--- src/ctrl_pkg.sv ---
`default_nettype none

package ctrl_pkg;

    localparam int alu_op_w = 4;
    localparam int immsel_w = 2;
    localparam int wbmux_w  = 2;
    localparam int flow_w   = 2;

    localparam logic alumux1_rs1 = 1'b0;
    localparam logic alumux1_pc  = 1'b1;
    localparam logic alumux2_imm = 1'b0;
    localparam logic alumux2_rs2 = 1'b1;

    localparam logic [immsel_w-1:0] imm_i = 2'd0;
    localparam logic [immsel_w-1:0] imm_u = 2'd1;
    localparam logic [immsel_w-1:0] imm_b = 2'd2;
    localparam logic [immsel_w-1:0] imm_j = 2'd3;

    localparam logic [wbmux_w-1:0] wbmux_alu   = 2'd0;
    localparam logic [wbmux_w-1:0] wbmux_br    = 2'd1;  // slt/sltu result
    localparam logic [wbmux_w-1:0] wbmux_u_imm = 2'd2;
    localparam logic [wbmux_w-1:0] wbmux_pc4   = 2'd3;

    localparam logic cmpmux_rs2 = 1'b0;
    localparam logic cmpmux_imm = 1'b1;

    localparam logic [flow_w-1:0] flow_seq    = 2'd0;
    localparam logic [flow_w-1:0] flow_branch = 2'd1;
    localparam logic [flow_w-1:0] flow_jal    = 2'd2;
    localparam logic [flow_w-1:0] flow_jalr   = 2'd3;

endpackage

`default_nettype wire

--- src/rv32i_pkg.sv ---
`default_nettype none

package rv32i_pkg;

    localparam logic [6:0] op_lui   = 7'b0110111;
    localparam logic [6:0] op_auipc = 7'b0010111;
    localparam logic [6:0] op_jal   = 7'b1101111;
    localparam logic [6:0] op_jalr  = 7'b1100111;
    localparam logic [6:0] op_br    = 7'b1100011;
    localparam logic [6:0] op_load  = 7'b0000011;
    localparam logic [6:0] op_store = 7'b0100011;
    localparam logic [6:0] op_imm   = 7'b0010011;
    localparam logic [6:0] op_reg   = 7'b0110011;

    localparam logic [2:0] f3_add  = 3'b000;  // add/sub/addi
    localparam logic [2:0] f3_sll  = 3'b001;
    localparam logic [2:0] f3_slt  = 3'b010;
    localparam logic [2:0] f3_sltu = 3'b011;
    localparam logic [2:0] f3_xor  = 3'b100;
    localparam logic [2:0] f3_sr   = 3'b101;  // srl/sra by funct7
    localparam logic [2:0] f3_or   = 3'b110;
    localparam logic [2:0] f3_and  = 3'b111;

    localparam logic [2:0] alu_add = 3'b000;
    localparam logic [2:0] alu_sll = 3'b001;
    localparam logic [2:0] alu_sra = 3'b010;
    localparam logic [2:0] alu_sub = 3'b011;
    localparam logic [2:0] alu_xor = 3'b100;
    localparam logic [2:0] alu_srl = 3'b101;
    localparam logic [2:0] alu_or  = 3'b110;
    localparam logic [2:0] alu_and = 3'b111;

    localparam logic [2:0] beq  = 3'b000;  // same as branch funct3
    localparam logic [2:0] bne  = 3'b001;
    localparam logic [2:0] blt  = 3'b100;
    localparam logic [2:0] bge  = 3'b101;
    localparam logic [2:0] bltu = 3'b110;
    localparam logic [2:0] bgeu = 3'b111;

    typedef union packed {
        struct packed {
            logic [6:0] funct7;
            logic [4:0] rs2;
            logic [4:0] rs1;
            logic [2:0] funct3;
            logic [4:0] rd;
            logic [6:0] opcode;
        } r_fmt;
        struct packed {
            logic [11:0] imm;
            logic [4:0]  rs1;
            logic [2:0]  funct3;
            logic [4:0]  rd;
            logic [6:0]  opcode;
        } i_fmt;
        struct packed {
            logic [6:0] imm_hi;
            logic [4:0] rs2;
            logic [4:0] rs1;
            logic [2:0] funct3;
            logic [4:0] imm_lo;
            logic [6:0] opcode;
        } s_fmt;
        struct packed {
            logic       imm12;
            logic [5:0] imm10_5;
            logic [4:0] rs2;
            logic [4:0] rs1;
            logic [2:0] funct3;
            logic [3:0] imm4_1;
            logic       imm11;
            logic [6:0] opcode;
        } b_fmt;
        struct packed {
            logic [19:0] imm;
            logic [4:0]  rd;
            logic [6:0]  opcode;
        } u_fmt;
        struct packed {
            logic       imm20;
            logic [9:0] imm10_1;
            logic       imm11;
            logic [7:0] imm19_12;
            logic [4:0] rd;
            logic [6:0] opcode;
        } j_fmt;
    } instr_u;

endpackage

`default_nettype wire
--- src/decode_top.sv ---
`default_nettype none

module decode_top (
    input  logic        clk,
    input  logic        reset_i,
    input  logic        instr_valid_i,
    input  logic [31:0] instr_i,
    input  logic [31:0] pc_i,
    input  logic        flush_i,
    output logic        wb_valid_o,
    output logic [4:0]  wb_rd_o,
    output logic [31:0] wb_data_o,
    output logic        redirect_o,
    output logic [31:0] redirect_pc_o
);

    logic ctrl_valid, ctrl_load_rf, ctrl_alumux1, ctrl_alumux2, br_en;
    logic [ctrl_pkg::alu_op_w-1:0] ctrl_alu_op;
    logic [ctrl_pkg::wbmux_w-1:0] ctrl_wbmux;
    logic [ctrl_pkg::flow_w-1:0] ctrl_flow;
    logic [31:0] rs1_data, rs2_data, imm, pc;
    logic [4:0] rd;

    logic ex_ctrl_valid, ex_ctrl_load_rf, ex_ctrl_alumux1, ex_ctrl_alumux2, ex_br_en;
    logic [ctrl_pkg::alu_op_w-1:0] ex_ctrl_alu_op;
    logic [ctrl_pkg::wbmux_w-1:0] ex_ctrl_wbmux;
    logic [ctrl_pkg::flow_w-1:0] ex_ctrl_flow;
    logic [31:0] ex_rs1_data, ex_rs2_data, ex_imm, ex_pc;
    logic [4:0] ex_rd;

    id_stage id_stage_i (
        .clk            (clk),
        .reset_i        (reset_i),
        .instr_valid_i  (instr_valid_i),
        .flush_i        (flush_i),
        .instr_i        (instr_i),
        .pc_i           (pc_i),
        .wb_load_i      (wb_valid_o),  // writeback loop
        .wb_rd_i        (wb_rd_o),
        .wb_data_i      (wb_data_o),
        .ctrl_valid_o   (ctrl_valid),
        .ctrl_load_rf_o (ctrl_load_rf),
        .ctrl_alu_op_o  (ctrl_alu_op),
        .ctrl_alumux1_o (ctrl_alumux1),
        .ctrl_alumux2_o (ctrl_alumux2),
        .ctrl_wbmux_o   (ctrl_wbmux),
        .ctrl_flow_o    (ctrl_flow),
        .rs1_data_o     (rs1_data),
        .rs2_data_o     (rs2_data),
        .imm_o          (imm),
        .pc_o           (pc),
        .rd_o           (rd),
        .br_en_o        (br_en)
    );

    id_ex_reg id_ex_reg_i (
        .clk               (clk),
        .reset_i           (reset_i),
        .ctrl_valid_i      (ctrl_valid),
        .ctrl_load_rf_i    (ctrl_load_rf),
        .ctrl_alu_op_i     (ctrl_alu_op),
        .ctrl_alumux1_i    (ctrl_alumux1),
        .ctrl_alumux2_i    (ctrl_alumux2),
        .ctrl_wbmux_i      (ctrl_wbmux),
        .ctrl_flow_i       (ctrl_flow),
        .rs1_data_i        (rs1_data),
        .rs2_data_i        (rs2_data),
        .imm_i             (imm),
        .pc_i              (pc),
        .rd_i              (rd),
        .br_en_i           (br_en),
        .ex_ctrl_valid_o   (ex_ctrl_valid),
        .ex_ctrl_load_rf_o (ex_ctrl_load_rf),
        .ex_ctrl_alu_op_o  (ex_ctrl_alu_op),
        .ex_ctrl_alumux1_o (ex_ctrl_alumux1),
        .ex_ctrl_alumux2_o (ex_ctrl_alumux2),
        .ex_ctrl_wbmux_o   (ex_ctrl_wbmux),
        .ex_ctrl_flow_o    (ex_ctrl_flow),
        .ex_rs1_data_o     (ex_rs1_data),
        .ex_rs2_data_o     (ex_rs2_data),
        .ex_imm_o          (ex_imm),
        .ex_pc_o           (ex_pc),
        .ex_rd_o           (ex_rd),
        .ex_br_en_o        (ex_br_en)
    );

    ex_stage ex_stage_i (
        .clk               (clk),
        .reset_i           (reset_i),
        .ex_ctrl_valid_i   (ex_ctrl_valid),
        .ex_ctrl_load_rf_i (ex_ctrl_load_rf),
        .ex_ctrl_alu_op_i  (ex_ctrl_alu_op),
        .ex_ctrl_alumux1_i (ex_ctrl_alumux1),
        .ex_ctrl_alumux2_i (ex_ctrl_alumux2),
        .ex_ctrl_wbmux_i   (ex_ctrl_wbmux),
        .ex_ctrl_flow_i    (ex_ctrl_flow),
        .ex_rs1_data_i     (ex_rs1_data),
        .ex_rs2_data_i     (ex_rs2_data),
        .ex_imm_i          (ex_imm),
        .ex_pc_i           (ex_pc),
        .ex_rd_i           (ex_rd),
        .ex_br_en_i        (ex_br_en),
        .wb_load_o         (wb_valid_o),
        .wb_rd_o           (wb_rd_o),
        .wb_data_o         (wb_data_o),
        .redirect_o        (redirect_o),
        .redirect_pc_o     (redirect_pc_o)
    );

endmodule

`default_nettype wire

--- src/ex_stage.sv ---
`default_nettype none

module ex_stage (
    input  logic                          clk,
    input  logic                          reset_i,
    input  logic                          ex_ctrl_valid_i,
    input  logic                          ex_ctrl_load_rf_i,
    input  logic [ctrl_pkg::alu_op_w-1:0] ex_ctrl_alu_op_i,
    input  logic                          ex_ctrl_alumux1_i,
    input  logic                          ex_ctrl_alumux2_i,
    input  logic [ctrl_pkg::wbmux_w-1:0]  ex_ctrl_wbmux_i,
    input  logic [ctrl_pkg::flow_w-1:0]   ex_ctrl_flow_i,
    input  logic [31:0]                   ex_rs1_data_i,
    input  logic [31:0]                   ex_rs2_data_i,
    input  logic [31:0]                   ex_imm_i,
    input  logic [31:0]                   ex_pc_i,
    input  logic [4:0]                    ex_rd_i,
    input  logic                          ex_br_en_i,
    output logic                          wb_load_o,
    output logic [4:0]                    wb_rd_o,
    output logic [31:0]                   wb_data_o,
    output logic                          redirect_o,
    output logic [31:0]                   redirect_pc_o
);

    logic [31:0] alu_a, alu_b, alu_out;

    assign alu_a = (ex_ctrl_alumux1_i == ctrl_pkg::alumux1_pc) ? ex_pc_i : ex_rs1_data_i;
    assign alu_b = (ex_ctrl_alumux2_i == ctrl_pkg::alumux2_rs2) ? ex_rs2_data_i : ex_imm_i;

    always_comb begin : alu
        case (ex_ctrl_alu_op_i)
            {1'b0, rv32i_pkg::alu_sll}: alu_out = alu_a << alu_b[4:0];
            {1'b0, rv32i_pkg::alu_sra}: alu_out = $signed(alu_a) >>> alu_b[4:0];
            {1'b0, rv32i_pkg::alu_sub}: alu_out = alu_a - alu_b;
            {1'b0, rv32i_pkg::alu_xor}: alu_out = alu_a ^ alu_b;
            {1'b0, rv32i_pkg::alu_srl}: alu_out = alu_a >> alu_b[4:0];
            {1'b0, rv32i_pkg::alu_or}:  alu_out = alu_a | alu_b;
            {1'b0, rv32i_pkg::alu_and}: alu_out = alu_a & alu_b;
            default: alu_out = alu_a + alu_b;  // alu_add
        endcase
    end

    always_comb begin : wb_mux
        case (ex_ctrl_wbmux_i)
            ctrl_pkg::wbmux_br:    wb_data_o = {31'b0, ex_br_en_i};
            ctrl_pkg::wbmux_u_imm: wb_data_o = ex_imm_i;
            ctrl_pkg::wbmux_pc4:   wb_data_o = ex_pc_i + 32'd4;  // link
            default: wb_data_o = alu_out;
        endcase
    end

    assign wb_load_o = ex_ctrl_load_rf_i;
    assign wb_rd_o = ex_rd_i;

    assign redirect_o = (ex_ctrl_flow_i == ctrl_pkg::flow_jal)
                     || (ex_ctrl_flow_i == ctrl_pkg::flow_jalr)
                     || (ex_ctrl_flow_i == ctrl_pkg::flow_branch && ex_br_en_i);
    assign redirect_pc_o = (ex_ctrl_flow_i == ctrl_pkg::flow_jalr)
                         ? ((ex_rs1_data_i + ex_imm_i) & ~32'd1)
                         : (ex_pc_i + ex_imm_i);

    // flush and invalid words reach execute with flow_seq
    a_redirect_valid: assert property (@(posedge clk) disable iff (reset_i)
        redirect_o |-> ex_ctrl_valid_i);

endmodule

`default_nettype wire

--- src/id_ex_reg.sv ---
`default_nettype none

module id_ex_reg (
    input  logic                          clk,
    input  logic                          reset_i,
    input  logic                          ctrl_valid_i,
    input  logic                          ctrl_load_rf_i,
    input  logic [ctrl_pkg::alu_op_w-1:0] ctrl_alu_op_i,
    input  logic                          ctrl_alumux1_i,
    input  logic                          ctrl_alumux2_i,
    input  logic [ctrl_pkg::wbmux_w-1:0]  ctrl_wbmux_i,
    input  logic [ctrl_pkg::flow_w-1:0]   ctrl_flow_i,
    input  logic [31:0]                   rs1_data_i,
    input  logic [31:0]                   rs2_data_i,
    input  logic [31:0]                   imm_i,
    input  logic [31:0]                   pc_i,
    input  logic [4:0]                    rd_i,
    input  logic                          br_en_i,
    output logic                          ex_ctrl_valid_o,
    output logic                          ex_ctrl_load_rf_o,
    output logic [ctrl_pkg::alu_op_w-1:0] ex_ctrl_alu_op_o,
    output logic                          ex_ctrl_alumux1_o,
    output logic                          ex_ctrl_alumux2_o,
    output logic [ctrl_pkg::wbmux_w-1:0]  ex_ctrl_wbmux_o,
    output logic [ctrl_pkg::flow_w-1:0]   ex_ctrl_flow_o,
    output logic [31:0]                   ex_rs1_data_o,
    output logic [31:0]                   ex_rs2_data_o,
    output logic [31:0]                   ex_imm_o,
    output logic [31:0]                   ex_pc_o,
    output logic [4:0]                    ex_rd_o,
    output logic                          ex_br_en_o
);

    always_ff @(posedge clk) begin
        if (reset_i) begin
            ex_ctrl_valid_o <= 1'b0;  // nop word
            ex_ctrl_load_rf_o <= 1'b0;
            ex_ctrl_flow_o <= ctrl_pkg::flow_seq;
        end else begin
            ex_ctrl_valid_o <= ctrl_valid_i;
            ex_ctrl_load_rf_o <= ctrl_load_rf_i;
            ex_ctrl_flow_o <= ctrl_flow_i;
        end
    end

    always_ff @(posedge clk) begin
        ex_ctrl_alu_op_o <= ctrl_alu_op_i;
        ex_ctrl_alumux1_o <= ctrl_alumux1_i;
        ex_ctrl_alumux2_o <= ctrl_alumux2_i;
        ex_ctrl_wbmux_o <= ctrl_wbmux_i;
        ex_rs1_data_o <= rs1_data_i;
        ex_rs2_data_o <= rs2_data_i;
        ex_imm_o <= imm_i;
        ex_pc_o <= pc_i;
        ex_rd_o <= rd_i;
        ex_br_en_o <= br_en_i;
    end

    // bubbles from the decode nop mux never write the register file
    a_nop_no_write: assert property (@(posedge clk) disable iff (reset_i)
        !ex_ctrl_valid_o |-> !ex_ctrl_load_rf_o);

endmodule

`default_nettype wire

--- src/id_stage.sv ---
`default_nettype none

module id_stage (
    input  logic                          clk,
    input  logic                          reset_i,
    input  logic                          instr_valid_i,
    input  logic                          flush_i,
    input  logic [31:0]                   instr_i,
    input  logic [31:0]                   pc_i,
    input  logic                          wb_load_i,
    input  logic [4:0]                    wb_rd_i,
    input  logic [31:0]                   wb_data_i,
    output logic                          ctrl_valid_o,
    output logic                          ctrl_load_rf_o,
    output logic [ctrl_pkg::alu_op_w-1:0] ctrl_alu_op_o,
    output logic                          ctrl_alumux1_o,
    output logic                          ctrl_alumux2_o,
    output logic [ctrl_pkg::wbmux_w-1:0]  ctrl_wbmux_o,
    output logic [ctrl_pkg::flow_w-1:0]   ctrl_flow_o,
    output logic [31:0]                   rs1_data_o,
    output logic [31:0]                   rs2_data_o,
    output logic [31:0]                   imm_o,
    output logic [31:0]                   pc_o,
    output logic [4:0]                    rd_o,
    output logic                          br_en_o
);

    rv32i_pkg::instr_u ins;
    logic load_rf, alumux1, alumux2, cmpmux, legal, issue;
    logic [ctrl_pkg::alu_op_w-1:0] alu_op;
    logic [ctrl_pkg::immsel_w-1:0] immsel;
    logic [ctrl_pkg::wbmux_w-1:0] wbmux;
    logic [ctrl_pkg::flow_w-1:0] flow;
    logic [2:0] cmpop;
    logic [31:0] cmp_b;

    assign ins = instr_i;
    assign issue = instr_valid_i & legal & ~flush_i;
    assign pc_o = pc_i;
    assign rd_o = ins.r_fmt.rd;

    control_rom control_rom_i (
        .instr_i   (instr_i),
        .load_rf_o (load_rf),
        .alu_op_o  (alu_op),
        .alumux1_o (alumux1),
        .alumux2_o (alumux2),
        .immsel_o  (immsel),
        .wbmux_o   (wbmux),
        .cmpmux_o  (cmpmux),
        .cmpop_o   (cmpop),
        .flow_o    (flow),
        .legal_o   (legal)
    );

    regfile regfile_i (
        .clk        (clk),
        .reset_i    (reset_i),
        .load_i     (wb_load_i),
        .rd_i       (wb_rd_i),
        .data_i     (wb_data_i),
        .rs1_i      (ins.i_fmt.rs1),
        .rs2_i      (ins.s_fmt.rs2),
        .rs1_data_o (rs1_data_o),
        .rs2_data_o (rs2_data_o)
    );

    always_comb begin : imm_gen
        case (immsel)
            ctrl_pkg::imm_i: imm_o = {{20{ins.i_fmt.imm[11]}}, ins.i_fmt.imm};
            ctrl_pkg::imm_u: imm_o = {ins.u_fmt.imm, 12'h000};
            ctrl_pkg::imm_b: imm_o = {{20{ins.b_fmt.imm12}}, ins.b_fmt.imm11,
                                      ins.b_fmt.imm10_5, ins.b_fmt.imm4_1, 1'b0};
            ctrl_pkg::imm_j: imm_o = {{12{ins.j_fmt.imm20}}, ins.j_fmt.imm19_12,
                                      ins.j_fmt.imm11, ins.j_fmt.imm10_1, 1'b0};
            default: imm_o = '0;
        endcase
    end

    assign cmp_b = (cmpmux == ctrl_pkg::cmpmux_imm) ? imm_o : rs2_data_o;

    always_comb begin : branch_cmp
        case (cmpop)
            rv32i_pkg::beq:  br_en_o = (rs1_data_o == cmp_b);
            rv32i_pkg::bne:  br_en_o = (rs1_data_o != cmp_b);
            rv32i_pkg::blt:  br_en_o = ($signed(rs1_data_o) < $signed(cmp_b));
            rv32i_pkg::bge:  br_en_o = ($signed(rs1_data_o) >= $signed(cmp_b));
            rv32i_pkg::bltu: br_en_o = (rs1_data_o < cmp_b);
            rv32i_pkg::bgeu: br_en_o = (rs1_data_o >= cmp_b);
            default: br_en_o = 1'b0;
        endcase
    end

    always_comb begin : nop_mux
        ctrl_valid_o = issue;
        if (issue) begin
            ctrl_load_rf_o = load_rf;
            ctrl_alu_op_o = alu_op;
            ctrl_alumux1_o = alumux1;
            ctrl_alumux2_o = alumux2;
            ctrl_wbmux_o = wbmux;
            ctrl_flow_o = flow;
        end else begin
            ctrl_load_rf_o = 1'b0;  // bubble
            ctrl_alu_op_o = {1'b0, rv32i_pkg::alu_add};
            ctrl_alumux1_o = ctrl_pkg::alumux1_rs1;
            ctrl_alumux2_o = ctrl_pkg::alumux2_imm;
            ctrl_wbmux_o = ctrl_pkg::wbmux_alu;
            ctrl_flow_o = ctrl_pkg::flow_seq;
        end
    end

endmodule

`default_nettype wire

--- src/control_rom.sv ---
`default_nettype none

module control_rom (
    input  logic [31:0]                   instr_i,
    output logic                          load_rf_o,
    output logic [ctrl_pkg::alu_op_w-1:0] alu_op_o,
    output logic                          alumux1_o,
    output logic                          alumux2_o,
    output logic [ctrl_pkg::immsel_w-1:0] immsel_o,
    output logic [ctrl_pkg::wbmux_w-1:0]  wbmux_o,
    output logic                          cmpmux_o,
    output logic [2:0]                    cmpop_o,
    output logic [ctrl_pkg::flow_w-1:0]   flow_o,
    output logic                          legal_o
);

    rv32i_pkg::instr_u ins;
    logic [2:0] alu3;

    assign ins = instr_i;
    assign alu_op_o = {1'b0, alu3};

    always_comb begin
        load_rf_o = 1'b0;  // nop fields
        alu3 = rv32i_pkg::alu_add;
        alumux1_o = ctrl_pkg::alumux1_rs1;
        alumux2_o = ctrl_pkg::alumux2_imm;
        immsel_o = ctrl_pkg::imm_i;
        wbmux_o = ctrl_pkg::wbmux_alu;
        cmpmux_o = ctrl_pkg::cmpmux_rs2;
        cmpop_o = rv32i_pkg::beq;
        flow_o = ctrl_pkg::flow_seq;
        legal_o = 1'b0;
        case (ins.r_fmt.opcode)
            rv32i_pkg::op_lui: begin
                load_rf_o = 1'b1;
                immsel_o = ctrl_pkg::imm_u;
                wbmux_o = ctrl_pkg::wbmux_u_imm;
                legal_o = 1'b1;
            end
            rv32i_pkg::op_auipc: begin
                load_rf_o = 1'b1;
                alumux1_o = ctrl_pkg::alumux1_pc;
                immsel_o = ctrl_pkg::imm_u;
                legal_o = 1'b1;
            end
            rv32i_pkg::op_jal: begin
                load_rf_o = 1'b1;
                immsel_o = ctrl_pkg::imm_j;
                wbmux_o = ctrl_pkg::wbmux_pc4;
                flow_o = ctrl_pkg::flow_jal;
                legal_o = 1'b1;
            end
            rv32i_pkg::op_jalr: begin
                load_rf_o = 1'b1;
                wbmux_o = ctrl_pkg::wbmux_pc4;
                flow_o = ctrl_pkg::flow_jalr;
                legal_o = 1'b1;
            end
            rv32i_pkg::op_br: begin
                immsel_o = ctrl_pkg::imm_b;
                cmpop_o = ins.b_fmt.funct3;
                flow_o = ctrl_pkg::flow_branch;
                legal_o = (ins.b_fmt.funct3[2:1] != 2'b01);  // 010/011 reserved
            end
            rv32i_pkg::op_imm, rv32i_pkg::op_reg: begin
                load_rf_o = 1'b1;
                legal_o = 1'b1;
                if (ins.r_fmt.opcode == rv32i_pkg::op_reg) begin
                    alumux2_o = ctrl_pkg::alumux2_rs2;
                end else begin
                    cmpmux_o = ctrl_pkg::cmpmux_imm;  // slti/sltiu
                end
                case (ins.r_fmt.funct3)
                    rv32i_pkg::f3_add: begin
                        if (ins.r_fmt.opcode == rv32i_pkg::op_reg && ins.r_fmt.funct7[5]) begin
                            alu3 = rv32i_pkg::alu_sub;
                        end
                    end
                    rv32i_pkg::f3_sll: alu3 = rv32i_pkg::alu_sll;
                    rv32i_pkg::f3_slt: begin
                        cmpop_o = rv32i_pkg::blt;
                        wbmux_o = ctrl_pkg::wbmux_br;
                    end
                    rv32i_pkg::f3_sltu: begin
                        cmpop_o = rv32i_pkg::bltu;
                        wbmux_o = ctrl_pkg::wbmux_br;
                    end
                    rv32i_pkg::f3_xor: alu3 = rv32i_pkg::alu_xor;
                    rv32i_pkg::f3_sr: begin
                        alu3 = ins.r_fmt.funct7[5] ? rv32i_pkg::alu_sra : rv32i_pkg::alu_srl;
                    end
                    rv32i_pkg::f3_or: alu3 = rv32i_pkg::alu_or;
                    rv32i_pkg::f3_and: alu3 = rv32i_pkg::alu_and;
                    default: alu3 = rv32i_pkg::alu_add;
                endcase
            end
            rv32i_pkg::op_load, rv32i_pkg::op_store: legal_o = 1'b0;  // no data memory
            default: legal_o = 1'b0;
        endcase
    end

endmodule

`default_nettype wire

--- src/regfile.sv ---
`default_nettype none

module regfile (
    input  logic        clk,
    input  logic        reset_i,
    input  logic        load_i,
    input  logic [4:0]  rd_i,
    input  logic [31:0] data_i,
    input  logic [4:0]  rs1_i,
    input  logic [4:0]  rs2_i,
    output logic [31:0] rs1_data_o,
    output logic [31:0] rs2_data_o
);

    logic [31:0] regs [32];

    always_ff @(posedge clk) begin
        if (reset_i) begin
            for (int i = 0; i < 32; i++) begin
                regs[i[4:0]] <= '0;
            end
        end else if (load_i && rd_i != 5'd0) begin  // x0 writes dropped
            regs[rd_i] <= data_i;
        end
    end

    assign rs1_data_o = regs[rs1_i];
    assign rs2_data_o = regs[rs2_i];

    // x0 reads zero whatever was written to it
    a_x0_zero: assert property (@(posedge clk) disable iff (reset_i)
        (rs1_i == 5'd0) |-> (rs1_data_o == '0));

endmodule

`default_nettype wire

--- config.mk ---
export PLATFORM = sky130hd
export DESIGN_NAME = decode_top
export DESIGN_NICKNAME = d
export VERILOG_FILES = /design/src/ctrl_pkg.sv /design/src/rv32i_pkg.sv /design/src/decode_top.sv /design/src/ex_stage.sv /design/src/id_ex_reg.sv /design/src/id_stage.sv /design/src/control_rom.sv /design/src/regfile.sv
export SDC_FILE = /design/constraint.sdc
export NUM_CORES = 2
export LEC_CHECK = 0
export BUFFER_PORTS_ARGS = -buffer_cell sky130_fd_sc_hd__buf_4
export CORE_ASPECT_RATIO = 1.75
export CORE_UTILIZATION = 55
export DETAILED_ROUTE_END_ITERATION = 8
export GPL_TIMING_DRIVEN = 0
export PLACE_DENSITY_LB_ADDON = 0.1
export SLEW_MARGIN = 40
export SYNTH_ARGS = -nofsm -noshare
export SYNTH_HDL_FRONTEND = slang
export SYNTH_SLANG_ARGS = --single-unit
--- constraint.sdc ---
create_clock -name clk -period 16.05 [get_ports clk]
set_clock_uncertainty 0.1 [all_clocks]
set_input_delay 2.4075 -clock clk [delete_from_list [all_inputs] [get_ports clk]]
set_output_delay 2.4075 -clock clk [all_outputs]
set_load 0.005 [all_outputs]
==> metrics.cfg, run 1 <==
[synth]
synth_top_area_cell=edfxtp_1
avgSynthCellArea_um2=12.6
synthTopCellsByCount=1,157 x nor2_1, 1,024 x edfxtp_1, 640 x mux4_2
yosys_warnings=0
post-synth-top-count-cell=nor2_1
ys_seq_area_frac=0.487
ys_async_sr_fraction=0
syn-instance-count=5493
synthTopCellsByArea=edfxtp_1 44%, mux4_2 21%, nor2_1 6.3%
synthFlopType=edfxtp_1
synth_cell_type_count=89
synth_top_area_share=0.445
synth_edf_count=1024
syn_area_um2=69100
ys_ff_latch=1168

[floorplanning]
die_h_um=471
initial_core_util=0.556
die_w_um=270
rows=171
pin_count=139

[clocking]
ctsResizeCount=0
cts_buffer_depth=3
postCtsSetupBuffers=0
cts_sinks=1168
cts_buffers=102
hold_buffers=0
cts_root_buf=clkbuf_16
htree_levels=3

[grt]
grtUsageTotal=0.583
grt_pass1_wl_um=501000
grt_pass1_vias=59400
grt.overflow.total=46
grt_max_degree=33

[run_status]
stop_error=[ERROR GRT-0116] Global routing finished with congestion. Check the congestion regions in the DRC Viewer.
stop_stage=global routing
status=stopped before the end

[placed_design]
gp_congestion=1.17
dpl-instance-area_um2=73500
dp_hpwl_um=262000
port_buffers=125

## metal layers
metal  track usage  overflow
met1         0.541         1
met2         0.871        25
met3         0.313         0
met4         0.610        20
met5        0.0488         0
## cell families after synthesis
logic type      after synthesis  synth area share
buf+inv                     601            0.0359
fa+ha+maj                   194            0.0354
other cells                   1         0.0000543
compound gates              732            0.0683
xor+xnor                    128            0.0162
simple gates               1733             0.104
mux                         936             0.254
flops                      1168             0.487
## through the flow
step	worst slack (ps)	hold slack, ps	instances
floorplan	8690	618	5524
global placement	4900	833	7292
detailed placement	5850	867	7322
CTS	5050	879	7508
==> run 2, diff against run 1 <==
Settings changed: CORE_ASPECT_RATIO 1.75 to not set, CORE_UTILIZATION 55 to 40, PLACE_DENSITY_LB_ADDON 0.1 to 0.15.
==> run 2 against run 1 <==
The run now ends clean. Synthesized area unchanged. Synthesized cell count unchanged.
==> metrics.cfg, run 2 <==
[placed_design]
gp_congestion=1.02  ; was 1.17
dpl-instance-area_um2=74300  ; was 73,500 um^2
port_buffers=125  ; unchanged
dp_hpwl_um=248000  ; was 262,000 um

[route]
wl_um=302000
drt_pass1_iterations=5
drc_errors=0
via_per_inst=6.28
wl_per_cell_um=36.7
ant_nets=0
dr_total_vias=51700
drt-initial-drc-count=7205

[clocking]
ctsResizeCount=0  ; unchanged
cts_buffers=137  ; was 102
clk_pin_slew_worst_paths_ps=60
cts_buffer_depth=3  ; unchanged
htree_levels=4  ; was 3
postCtsSetupBuffers=0  ; unchanged
hold_buffers=0  ; unchanged
cts_root_buf=clkbuf_16  ; unchanged
worstSkewPairLatency_ps=800
cts_sinks=1168  ; unchanged
cts_tree=built

[grt]
grt_pass1_vias=49800
grtUsageTotal=0.343
grt.overflow.total=0
antenna_found_initial=24
grt_pass1_wl_um=408000
grt_max_degree=33

[synth]
ys_seq_area_frac=0.487  ; unchanged
synthTopCellsByArea=edfxtp_1 44%, mux4_2 21%, nor2_1 6.3%  ; unchanged
synth_top_area_share=0.445  ; unchanged
avgSynthCellArea_um2=12.6  ; unchanged
synth_cell_type_count=89  ; unchanged
ys_async_sr_fraction=0  ; unchanged
synth_edf_count=1024  ; unchanged
synth_top_area_cell=edfxtp_1  ; unchanged
post-synth-top-count-cell=nor2_1  ; unchanged
syn-instance-count=5493  ; unchanged
syn_area_um2=69100  ; unchanged
synthTopCellsByCount=1,157 x nor2_1, 1,024 x edfxtp_1, 640 x mux4_2  ; unchanged
ys_ff_latch=1168  ; unchanged
synthFlopType=edfxtp_1  ; unchanged
yosys_warnings=0  ; unchanged

[floorplanning]
core-area_um2=172000
die-area_um2=174000
initial_core_util=0.403  ; was 0.556
rows=152  ; was 171
die_h_um=418  ; was 471 um
pin_count=139  ; unchanged
die_w_um=418  ; was 270 um

[worst_setup_path]
cp-end-kind=output port
critPathLaunchType=flip-flop
startpoint=id_ex_reg_i.ex_ctrl_alu_op_o[2]$_SDFF_PN0_
critPathKind=reg2out
crit_required_ps=13540
cp.arrival_ps=8820
crit_path_max_fanout=10
r2r_start=id_ex_reg_i.ex_ctrl_alu_op_o[2]$_SDFF_PN0_

[final_layout]
largest_register_ffs=1024
area_delta_synth_final_pct=13.9
final_common_cell=nor2_1
largest-register=id_stage_i.regfile_i.regs
finish.utilization=0.459
nNetsFinal=6079
final_cell_mix=1,154 x nor2_1, 1,024 x edfxtp_1, 640 x mux4_2
drive_gt1_frac=0.246
nFillCells=15700
final_cell_area_um2=78800

[timing]
min_period_over_period=0.706
timing.fmax_mhz=88.3
finalMaxSlewViolations=0
worst_slew_pin_slew_ps=969
finalHoldViolCount=0
setup_viol=0
min_period_ps=11330
maxSlewHeadroom=0.335
setup_tns_ps=0
rsz0062_at_grt=false

[flow_run]
cap_violations=0

[pwr]
finalPower_mw=9.19
ir_drop_v=0.0000816
powerDensity_nw_per_um2=117
p_leak_nw=29.9

[run_status]
status=completed  ; was stopped before the end

[worst_hold_path]
hold_start=id_ex_reg_i.ex_imm_o[31]$_DFF_P_
hold_class=reg2reg

[run 2: cell counts after synthesis]
No cell type changed its count.
[run 2: final cells by class]
class                           count  area (um^2)  share of cell area
Antenna cell                        7         17.5            0.000222
Buffer                            467         2110              0.0268
Clock buffer                      167         3640              0.0463
Clock inverter                     67          806              0.0102
Inverter                          134          505             0.00642
Multi-Input combinational cell   3755        33700               0.428
Sequential cell                  1168        33600               0.427
Tap cell                         2310         2890              0.0367
Timing Repair Buffer              154         1440              0.0183
[run 2: per-layer routing]
metal	track usage	part of all wire	up-vias
li1	-	-	21500
met1	0.444	0.38	26800
met2	0.557	0.47	2887
met3	0.0595	0.092	543
met4	0.172	0.058	0
met5	0	0	-
[run 2: report_power, final]
| group | internal, mW | switching (mW) | total (mW) | leakage, nW |
|---|---|---|---|---|
| sequential | 3.42 | 0.101 | 3.53 | 11.8 |
| clock | 1.83 | 1.35 | 3.18 | 2.16 |
| combinational | 0.757 | 1.73 | 2.48 | 16.0 |
[run 2: path summary, 6_finish.rpt]
check	slack [ps]	endpoint	depth (start not counted)
worst max register to register	8080	id_stage_i.regfile_i.regs[25][20]$_SDFFCE_PN0P_	20
worst min register to register	920	id_stage_i.regfile_i.regs[2][31]$_SDFFCE_PN0P_	4
worst min-delay path	920	id_stage_i.regfile_i.regs[2][31]$_SDFFCE_PN0P_	4
worst max-delay path	4720	wb_data_o[20]	21
[run 2: stage by stage]
step	hold slack, ps	cells	setup slack [ps]
CTS	893	8222	4950
floorplan	618	5524	8690
global route	944	8223	4780
global placement	881	7959	4680
detailed placement	902	7988	5770
finish	920	8229	4720
[run 2: kinds of logic after synthesis]
logic type / count (synthesis) / synth area share
xor+xnor: 128 / 0.0162
mux: 936 / 0.254
compound gates: 732 / 0.0683
fa+ha+maj: 194 / 0.0354
simple gates: 1733 / 0.104
other cells: 1 / 0.0000543
flops: 1168 / 0.487
buf+inv: 601 / 0.0359
[run 2: worst max-delay path, stage by stage (launching register included)]
cell and delay (ps):
dfxtp_1 650, clkbuf_1 370, clkbuf_1 580, buf_1 560, nand2b_1 180, clkbuf_1 470, clkbuf_1 590, o41ai_1 210
xnor2_1 180, ha_1 450, and3_1 220, nand3_1 80, nor3_1 130, nand4b_1 160, o211ai_1 300, o31a_1 480
or4b_2 630, a41oi_1 710, a21oi_2 300, buf_2 300, inv_1 300, buf_4 180
No activity file was read; power rests on OpenSTA's default activity.
